<file path="src/hw/ft601_pkg.sv">
package ft601_pkg;

    //////////////////////////////////////////////////
    // sizes
    //////////////////////////////////////////////////

    localparam int NUM_BUFS  = 3;   // buffers per bank
    localparam int BUF_DEPTH = 16;  // beats per buffer

    //////////////////////////////////////////////////
    // data types
    //////////////////////////////////////////////////

    typedef logic [31:0] word_t;    // one bus word
    typedef logic [3:0]  be_t;      // byte enables of a word
    typedef logic [35:0] beat_t;    // {be, word}, as stored and as on the pins

    typedef logic [1:0] buf_idx_t;  // buffer within a bank
    typedef logic [3:0] slot_t;     // beat within a buffer
    typedef logic [4:0] fill_t;     // 0 .. BUF_DEPTH

    // 245 sync fifo bus phases
    typedef enum logic [1:0] {
        bus_idle,
        bus_turn,   // bus turnaround, device gets the data lines
        bus_read,
        bus_write
    } bus_state_t;

    // ring order shared by both banks
    function automatic buf_idx_t next_buf(input buf_idx_t idx);
        buf_idx_t nxt;
        if (idx == buf_idx_t'(NUM_BUFS - 1)) begin
            nxt = '0;
        end else begin
            nxt = idx + 1'b1;
        end
        return nxt;
    endfunction

endpackage

</file>
<file path="src/hw/ft601_beat_if.sv">
interface ft601_beat_if import ft601_pkg::*; ();

    beat_t beat;    // head beat on the write link, pin beat on the read link
    logic  avail;   // sealed buffer to give, or free buffer to take
    logic  last;    // final beat the held buffer can give / take
    logic  strobe;  // moves one beat
    logic  open;    // controller holds a buffer
    logic  close;   // releases the held buffer

    // beat is driven by the bank on the write link and by the
    // controller on the read link, the other side only reads it
    modport bank (
        output avail,
        output last,
        output beat,
        input  strobe,
        input  open,
        input  close
    );

    modport ctrl (
        output strobe,
        output open,
        output close,
        output beat,
        input  avail,
        input  last
    );

endinterface

</file>
<file path="src/hw/ft601_wr_bank.sv">
module ft601_wr_bank import ft601_pkg::*; (
    input  logic       clk,
    input  logic       reset,
    input  word_t      wr_data,
    input  be_t        wr_be,
    input  logic       wr_valid,
    input  logic       wr_push,
    output logic       wr_full,
    ft601_beat_if.bank bus
);

    beat_t               mem [NUM_BUFS][BUF_DEPTH];
    fill_t               cnt [NUM_BUFS];       // beats written so far
    slot_t               rd_slot [NUM_BUFS];   // next beat to drain, kept across stalls
    logic [NUM_BUFS-1:0] sealed;               // waiting for / under drain
    buf_idx_t            fill_idx;
    buf_idx_t            drain_idx;

    fill_t fill_now;
    logic  accept;
    logic  seal;
    logic  pop;

    //////////////////////////////////////////////////
    // host side
    //////////////////////////////////////////////////

    assign fill_now = cnt[fill_idx];
    assign wr_full  = sealed[fill_idx];  // ring wrapped onto an undrained buffer
    assign accept   = wr_valid && !wr_full;

    // seal on a full buffer or on push, an empty buffer stays open
    always_comb begin
        seal = 1'b0;
        if (!wr_full) begin
            if (wr_valid) begin
                seal = wr_push || (fill_now == fill_t'(BUF_DEPTH - 1));
            end else begin
                seal = wr_push && (fill_now != '0);
            end
        end
    end

    //////////////////////////////////////////////////
    // bus side
    //////////////////////////////////////////////////

    assign pop       = bus.open && bus.strobe;
    assign bus.avail = sealed[drain_idx];
    assign bus.beat  = mem[drain_idx][rd_slot[drain_idx]];  // head shown ahead of the strobe
    assign bus.last  = (fill_t'(rd_slot[drain_idx]) + 1'b1) == cnt[drain_idx];

    always_ff @(posedge clk) begin
        if (accept) begin
            mem[fill_idx][slot_t'(fill_now)] <= {wr_be, wr_data};
        end
    end

    // fill side only touches an unsealed buffer, drain side only a
    // sealed one, so the two never hit the same entry
    always_ff @(posedge clk) begin
        if (reset) begin
            for (int i = 0; i < NUM_BUFS; i++) begin
                cnt[i]     <= '0;
                rd_slot[i] <= '0;
            end
            sealed    <= '0;
            fill_idx  <= '0;
            drain_idx <= '0;
        end else begin
            if (accept) begin
                cnt[fill_idx] <= fill_now + 1'b1;
            end
            if (seal) begin
                sealed[fill_idx] <= 1'b1;
                fill_idx         <= next_buf(fill_idx);
            end

            if (bus.close) begin
                // emptied, hand it back to the host
                cnt[drain_idx]     <= '0;
                rd_slot[drain_idx] <= '0;
                sealed[drain_idx]  <= 1'b0;
                drain_idx          <= next_buf(drain_idx);
            end else if (pop) begin
                rd_slot[drain_idx] <= rd_slot[drain_idx] + 1'b1;
            end
        end
    end

endmodule

</file>
<file path="src/hw/ft601_bus_ctrl.sv">
module ft601_bus_ctrl import ft601_pkg::*; (
    input  logic       clk,
    input  logic       reset,
    input  logic       ft_txe_n,
    input  logic       ft_rxf_n,
    output logic       ft_wr_n,
    output logic       ft_rd_n,
    output logic       ft_oe_n,
    input  beat_t      ft_data_in,
    output beat_t      ft_data_out,
    output logic       ft_data_oe,
    ft601_beat_if.ctrl wr_link,
    ft601_beat_if.ctrl rd_link
);

    bus_state_t state;
    logic       pref_rd;    // read wins the next tie

    logic can_wr;
    logic can_rd;
    logic start_rd;
    logic start_wr;
    logic wr_drive;
    logic wr_take;
    logic wr_done;
    logic rd_take;
    logic rd_done;

    //////////////////////////////////////////////////
    // arbitration
    //////////////////////////////////////////////////

    assign can_wr   = !ft_txe_n && wr_link.avail;
    assign can_rd   = !ft_rxf_n && rd_link.avail;  // no free read buffer, no read
    assign start_rd = (state == bus_idle) && can_rd && (pref_rd || !can_wr);
    assign start_wr = (state == bus_idle) && can_wr && !start_rd;

    //////////////////////////////////////////////////
    // transfer qualifiers
    //////////////////////////////////////////////////

    assign wr_drive = (state == bus_write) && wr_link.avail;
    assign wr_take  = wr_drive && !ft_txe_n;        // device takes a word this edge
    assign wr_done  = wr_take && wr_link.last;
    assign rd_take  = (state == bus_read) && !ft_rxf_n;
    assign rd_done  = (state == bus_read) && (ft_rxf_n || rd_link.last);

    always_ff @(posedge clk) begin
        if (reset) begin
            state   <= bus_idle;
            pref_rd <= 1'b0;
        end else begin
            case (state)
                bus_idle: begin
                    if (start_rd) begin
                        state   <= bus_turn;
                        pref_rd <= 1'b0;
                    end else if (start_wr) begin
                        state   <= bus_write;
                        pref_rd <= 1'b1;
                    end
                end
                bus_turn: begin
                    state <= bus_read;
                end
                bus_read: begin
                    if (rd_done) begin
                        state <= bus_idle;
                    end
                end
                bus_write: begin
                    // done, or device full, partly drained buffer resumes later
                    if (wr_done || !wr_take) begin
                        state <= bus_idle;
                    end
                end
                default: begin
                    state <= bus_idle;
                end
            endcase
        end
    end

    //////////////////////////////////////////////////
    // pin decode
    //////////////////////////////////////////////////

    always_comb begin
        case (state)
            bus_turn: begin
                ft_oe_n = 1'b0;
                ft_rd_n = 1'b1;
            end
            bus_read: begin
                ft_oe_n = 1'b0;
                ft_rd_n = 1'b0;
            end
            default: begin
                ft_oe_n = 1'b1;
                ft_rd_n = 1'b1;
            end
        endcase
    end

    assign ft_wr_n     = !wr_drive;
    assign ft_data_oe  = wr_drive;
    assign ft_data_out = wr_link.beat;

    // link strobes
    assign wr_link.strobe = wr_take;
    assign wr_link.open   = (state == bus_write);
    assign wr_link.close  = wr_done;

    assign rd_link.strobe = rd_take;
    assign rd_link.open   = (state == bus_turn) || (state == bus_read);
    assign rd_link.close  = rd_done;
    assign rd_link.beat   = ft_data_in;

endmodule

</file>
<file path="src/hw/ft601_rd_bank.sv">
module ft601_rd_bank import ft601_pkg::*; (
    input  logic       clk,
    input  logic       reset,
    input  logic       rd_en,
    output word_t      rd_data,
    output be_t        rd_be,
    output logic       rd_valid,
    output logic       rd_empty,
    ft601_beat_if.bank bus
);

    beat_t               mem [NUM_BUFS][BUF_DEPTH];
    fill_t               cnt [NUM_BUFS];   // beats in a sealed buffer
    logic [NUM_BUFS-1:0] sealed;           // holds beats for the host
    buf_idx_t            fill_idx;
    buf_idx_t            rd_idx;
    slot_t               wr_slot;          // every burst starts a fresh buffer
    slot_t               rd_slot;

    logic  take;
    fill_t taken;
    logic  keep;
    logic  pop;
    logic  pop_last;

    //////////////////////////////////////////////////
    // bus side
    //////////////////////////////////////////////////

    assign take      = bus.open && bus.strobe;
    assign taken     = fill_t'(wr_slot) + fill_t'(take);  // includes a beat on the close edge
    assign keep      = bus.close && (taken != '0);         // empty burst seals nothing
    assign bus.avail = !sealed[fill_idx];
    assign bus.last  = (wr_slot == slot_t'(BUF_DEPTH - 1));

    //////////////////////////////////////////////////
    // host side
    //////////////////////////////////////////////////

    assign rd_empty = !sealed[rd_idx];
    assign pop      = rd_en && !rd_empty;
    assign pop_last = (fill_t'(rd_slot) + 1'b1) == cnt[rd_idx];

    always_ff @(posedge clk) begin
        if (take) begin
            mem[fill_idx][wr_slot] <= bus.beat;
        end
        if (pop) begin
            {rd_be, rd_data} <= mem[rd_idx][rd_slot];
        end
    end

    // bus sets sealed on a free buffer, host clears it on a sealed one
    always_ff @(posedge clk) begin
        if (reset) begin
            for (int i = 0; i < NUM_BUFS; i++) begin
                cnt[i] <= '0;
            end
            sealed   <= '0;
            fill_idx <= '0;
            rd_idx   <= '0;
            wr_slot  <= '0;
            rd_slot  <= '0;
            rd_valid <= 1'b0;
        end else begin
            if (bus.close) begin
                wr_slot <= '0;
            end else if (take) begin
                wr_slot <= wr_slot + 1'b1;
            end
            if (keep) begin
                cnt[fill_idx]    <= taken;
                sealed[fill_idx] <= 1'b1;
                fill_idx         <= next_buf(fill_idx);
            end

            rd_valid <= pop;  // one cycle after the accepted rd_en
            if (pop) begin
                if (pop_last) begin
                    // drained, free it for the bus
                    rd_slot        <= '0;
                    sealed[rd_idx] <= 1'b0;
                    rd_idx         <= next_buf(rd_idx);
                end else begin
                    rd_slot <= rd_slot + 1'b1;
                end
            end
        end
    end

endmodule

</file>
<file path="src/hw/ft601_bridge.sv">
module ft601_bridge import ft601_pkg::*; (
    input  logic  clk,
    input  logic  reset,

    // device side, 245 sync fifo
    input  logic  ft_txe_n,
    input  logic  ft_rxf_n,
    output logic  ft_wr_n,
    output logic  ft_rd_n,
    output logic  ft_oe_n,
    input  beat_t ft_data_in,
    output beat_t ft_data_out,
    output logic  ft_data_oe,

    // host side
    input  word_t wr_data,
    input  be_t   wr_be,
    input  logic  wr_valid,
    input  logic  wr_push,
    output logic  wr_full,
    input  logic  rd_en,
    output word_t rd_data,
    output be_t   rd_be,
    output logic  rd_valid,
    output logic  rd_empty
);

    ft601_beat_if wr_link ();   // write buffers -> bus
    ft601_beat_if rd_link ();   // bus -> read buffers

    ft601_wr_bank wr_bank_i (
        .clk      (clk),
        .reset    (reset),
        .wr_data  (wr_data),
        .wr_be    (wr_be),
        .wr_valid (wr_valid),
        .wr_push  (wr_push),
        .wr_full  (wr_full),
        .bus      (wr_link.bank)
    );

    ft601_bus_ctrl bus_ctrl_i (
        .clk         (clk),
        .reset       (reset),
        .ft_txe_n    (ft_txe_n),
        .ft_rxf_n    (ft_rxf_n),
        .ft_wr_n     (ft_wr_n),
        .ft_rd_n     (ft_rd_n),
        .ft_oe_n     (ft_oe_n),
        .ft_data_in  (ft_data_in),
        .ft_data_out (ft_data_out),
        .ft_data_oe  (ft_data_oe),
        .wr_link     (wr_link.ctrl),
        .rd_link     (rd_link.ctrl)
    );

    ft601_rd_bank rd_bank_i (
        .clk      (clk),
        .reset    (reset),
        .rd_en    (rd_en),
        .rd_data  (rd_data),
        .rd_be    (rd_be),
        .rd_valid (rd_valid),
        .rd_empty (rd_empty),
        .bus      (rd_link.bank)
    );

endmodule

</file>
<file path="config.mk">
export PLATFORM = sky130hd
export DESIGN_NAME = ft601_bridge
export DESIGN_NICKNAME = d
export VERILOG_FILES = /design/src/hw/ft601_pkg.sv /design/src/hw/ft601_beat_if.sv /design/src/hw/ft601_wr_bank.sv /design/src/hw/ft601_bus_ctrl.sv /design/src/hw/ft601_rd_bank.sv /design/src/hw/ft601_bridge.sv
export SDC_FILE = /design/constraint.sdc
export NUM_CORES = 2
export LEC_CHECK = 0
export ABC_AREA = 1
export BUFFER_PORTS_ARGS = -buffer_cell sky130_fd_sc_hd__buf_2
export CORE_ASPECT_RATIO = 1.1
export CORE_MARGIN = 2
export CORE_UTILIZATION = 35
export DETAILED_ROUTE_END_ITERATION = 7
export PLACE_DENSITY = 0.52
export REMOVE_ABC_BUFFERS = 1
export SLEW_MARGIN = 10
export SYNTH_ARGS = -nofsm -noshare
export SYNTH_HDL_FRONTEND = slang
export SYNTH_SLANG_ARGS = --single-unit
</file>
<file path="constraint.sdc">
create_clock -name clk -period 4.6 [get_ports clk]
set_input_delay 0.46 -clock clk [delete_from_list [all_inputs] [get_ports clk]]
set_output_delay 0.46 -clock clk [all_outputs]
set_load 0.01 [all_outputs]
</file>
==> flow_summary.ini <==
[status]
outcome = finished clean

[worst_setup_path]
end_kind = primary output
crit_type = register to primary output
reg2reg_slack_ns = 0.94
timing.rr.end = wr_bank_i.mem[1][509]
cp-start-kind = register
r2r_cells = 10
worstPathMaxFanout = 87
critical_path_required_ns = 4.14
critPathArrivalTime_ns = 4.07

[layout]
drive_gt1_share_pct = 9.951
multi_input_area_um2 = 31760
syn2layout_area_growth_pct = 14.55
final_nets = 10950
nFillCells = 37330
utilization_pct = 40.22
seq_area_um2 = 107000
stdcell_area_um2 = 162500

[drt]
drc = 0
antenna_left = 0
dr.pass1.iters = 6
wl_per_cell_um = 27.21
drt-initial-drc-count = 9894
dr_total_vias = 92280
wl_um = 449000
routed_via_density = 5.593

[place]
gp_congestion = 0.8145
io_buffers = 157
placed_area_um2 = 150000
pre_cts_ws_ns = 0.7046
dpl.hpwl_um = 232600

[yosys]
syn_inst = 10800
yosysMostFrequentCell = edfxtp_1
yosysTopAreaCellShare_pct = 74.68
avgSynthCellArea_um2 = 13.14
netlist_area_um2 = 141900
synth_top_area_cell = edfxtp_1
synthXorXnorAreaFrac_pct = 0.06174
synth_fa_ha_area_share_pct = 0.1499
ys_seq_area_share_pct = 75.41
synth_compound_area_share_pct = 9.394
synth_flop_cell = edfxtp_1
async_flop_share_pct = 0
synth-simple-area-share_pct = 12.21
synth.mux.area_fraction_pct = 0
ys.warnings.count = 0
synth_top_family_by_area = simple AND/OR/NAND/NOR gates
synthTopCellsByArea = edfxtp_1 75%, nand2_1 5.1%, nor2_1 3.8%, nand3_1 3.1%, o311ai_0 2.5%
synth_seq_cells = 3580
ys_types = 48
synth_edf_count = 3528
netlist_top_cells_count = 3,528 x edfxtp_1, 1,934 x nand2_1, 1,433 x nor2_1, 878 x nand3_1, 646 x a21oi_1

[hold_path]
hold_path_depth = 3
hold_end = rd_bank_i.rd_valid
hold_path.class = input port to register
min_from = rd_en

[clock_tree]
post_cts_buffers = 0
cts_buffer_depth = 4
path_clk_slew_ns = 0.07
cts_tree = built
cts.sinks = 3580
cts-htree-levels = 5
clk_latency_ns = 0.98
cts_root_buffer = clkbuf_16
numCtsBuffers = 381

[die]
rows = 245
dieArea_um2 = 410400
die_h_um = 671.7
coreArea_um2 = 404000
boundaryPins = 158
initial_core_util_pct = 35.11
die_w_um = 611.0

[global_routing]
grt_overflow = 0
grt_util_all_layers_pct = 21.24
grt_pass1_wl_um = 641400
grt_pass1_vias = 89850
antenna_found_initial = 34
grt_max_degree = 244

[timing]
setup_violations = 0
final.period_utilization_pct = 98.48
slew-limit-headroom_pct = 4.744
worst_slack_ns = 0.06976
rsz0062_at_grt = true
final.min_clock_period_ns = 4.530
finalMaxSlewViolations = 0
hold_ws_ns = 0.03806
finClkSkew_ns = 0.09157
fmax_ghz = 0.2207
hold_violations = 0
worstMarginPinSlew_ns = 1.429

[power_and_ir_drop]
powerDensity_nw_per_um2 = 432.7
p_leak_nw = 53.33
ir_drop_mv = 0.3072

[job]
maxCapViolations = 0
[layout make-up]
type / count / share of cell area, %
Clock inverter: 232 / 1.411
Antenna cell: 15 / 0.02310
Timing Repair inverter: 1 / 0.005390
Multi-Input combinational cell: 6332 / 19.54
Timing Repair Buffer: 437 / 2.615
Clock buffer: 470 / 6.144
Tap cell: 5310 / 4.088
Sequential cell: 3580 / 65.85
Inverter: 123 / 0.3203
[flip-flops by register name (all words and copies together), names as in the netlist, 3 cells and up, named ones only]
register and flops:
rd_bank_i.rd_data 32, rd_bank_i.rd_slot 4, wr_bank_i.cnt 20, wr_bank_i.sealed 3
rd_bank_i.mem 1728, rd_bank_i.wr_slot 4, rd_bank_i.sealed 3, rd_bank_i.cnt 20
rd_bank_i.rd_be 4, wr_bank_i.rd_slot 16, wr_bank_i.mem 1728
[metal layers]
metal / global-route usage, % / part of all wire [%] / routed length (um)
met5: 0 / 0.029 / 131
met4: 7.461 / 3.8 / 17040
met3: 3.408 / 6.9 / 30950
met2: 36.44 / 49 / 221500
met1: 27.16 / 40 / 179400
[worst max path at each step]
| stage | start | endpoint | slack [ns] | cells after the start |
|---|---|---|---|---|
| finish | register | ft_data_out[31] | 0.07 | 12 |
| global route | register | ft_data_out[31] | -0.04 | 12 |
| CTS | register | ft_data_out[31] | -0.002 | 12 |
| detailed placement | register | ft_data_out[31] | 0.70 | 10 |
| global placement | register | ft_data_out[31] | 0.68 | 10 |
| floorplan | rd_bank_i.rd_slot[0] | rd_bank_i.rd_be[1] | -26.05 | 7 |
[placed cells by master, fill, tap and decap left out, drive strengths merged, types with 6 or more instances in the layout]
master and count:
o311ai 496, a32oi 119, edfxtp 3528, nor2 1439, o31ai 23, clkinv 179
a21oi 647, bufinv 37, nand3 882, inv 134, diode 15, clkbuf 470
o211ai 110, xor2 9, clkinvlp 6, buf 433, ha 17, nand4 7
nand2 1942, nor3 7, o22ai 8, o21ai 470, o221ai 144, dfxtp 52
[report_power, final]
group          leakage [nW]  switching, mW  total [mW]  internal [mW]
clock network          5.99           12.9        30.4           17.5
logic                  15.1           2.57        3.30          0.731
registers              32.2          0.159        36.6           36.4
total                  53.3           15.7        70.3           54.7
[per-stage QoR]
step	std cells	setup TNS, ns	total power [mW]
floorplan	10040	-3084.23	38.69
global placement	15780	0	40.50
detailed placement	15780	0	40.55
CTS	16490	-0.002450	70.87
global route	16490	-0.09759	72.37
finish	16500	0	70.32
[logic make-up after synthesis]
kind of cell,count (synthesis)
AO/OA/AOI/OAI,2021
XOR/XNOR,10
other,1
AND/OR/NAND/NOR,4280
adder cells (fa/ha/maj),17
flip-flops,3580
buffers and inverters,890
[worst max-delay path, stage by stage (launching register included)]
cell and delay [ns]:
dfxtp_4 0.47, inv_16 0.27, nand2_1 0.09, nand3_1 0.18, nand2_8 0.26, inv_8 0.27
buf_16 0.37, o311ai_0 0.28, nand3_1 0.17, nand3_1 0.10, nand3_1 0.29, nand2_1 0.15
buf_2 0.19
[timing repair]
action	in CTS	in global routing
cloned	2	0
resized for setup	12	2
hold endpoints to repair	7	0
hold buffers	3	0
setup endpoints to repair	32	12
Power figures use the tool's default switching activity.
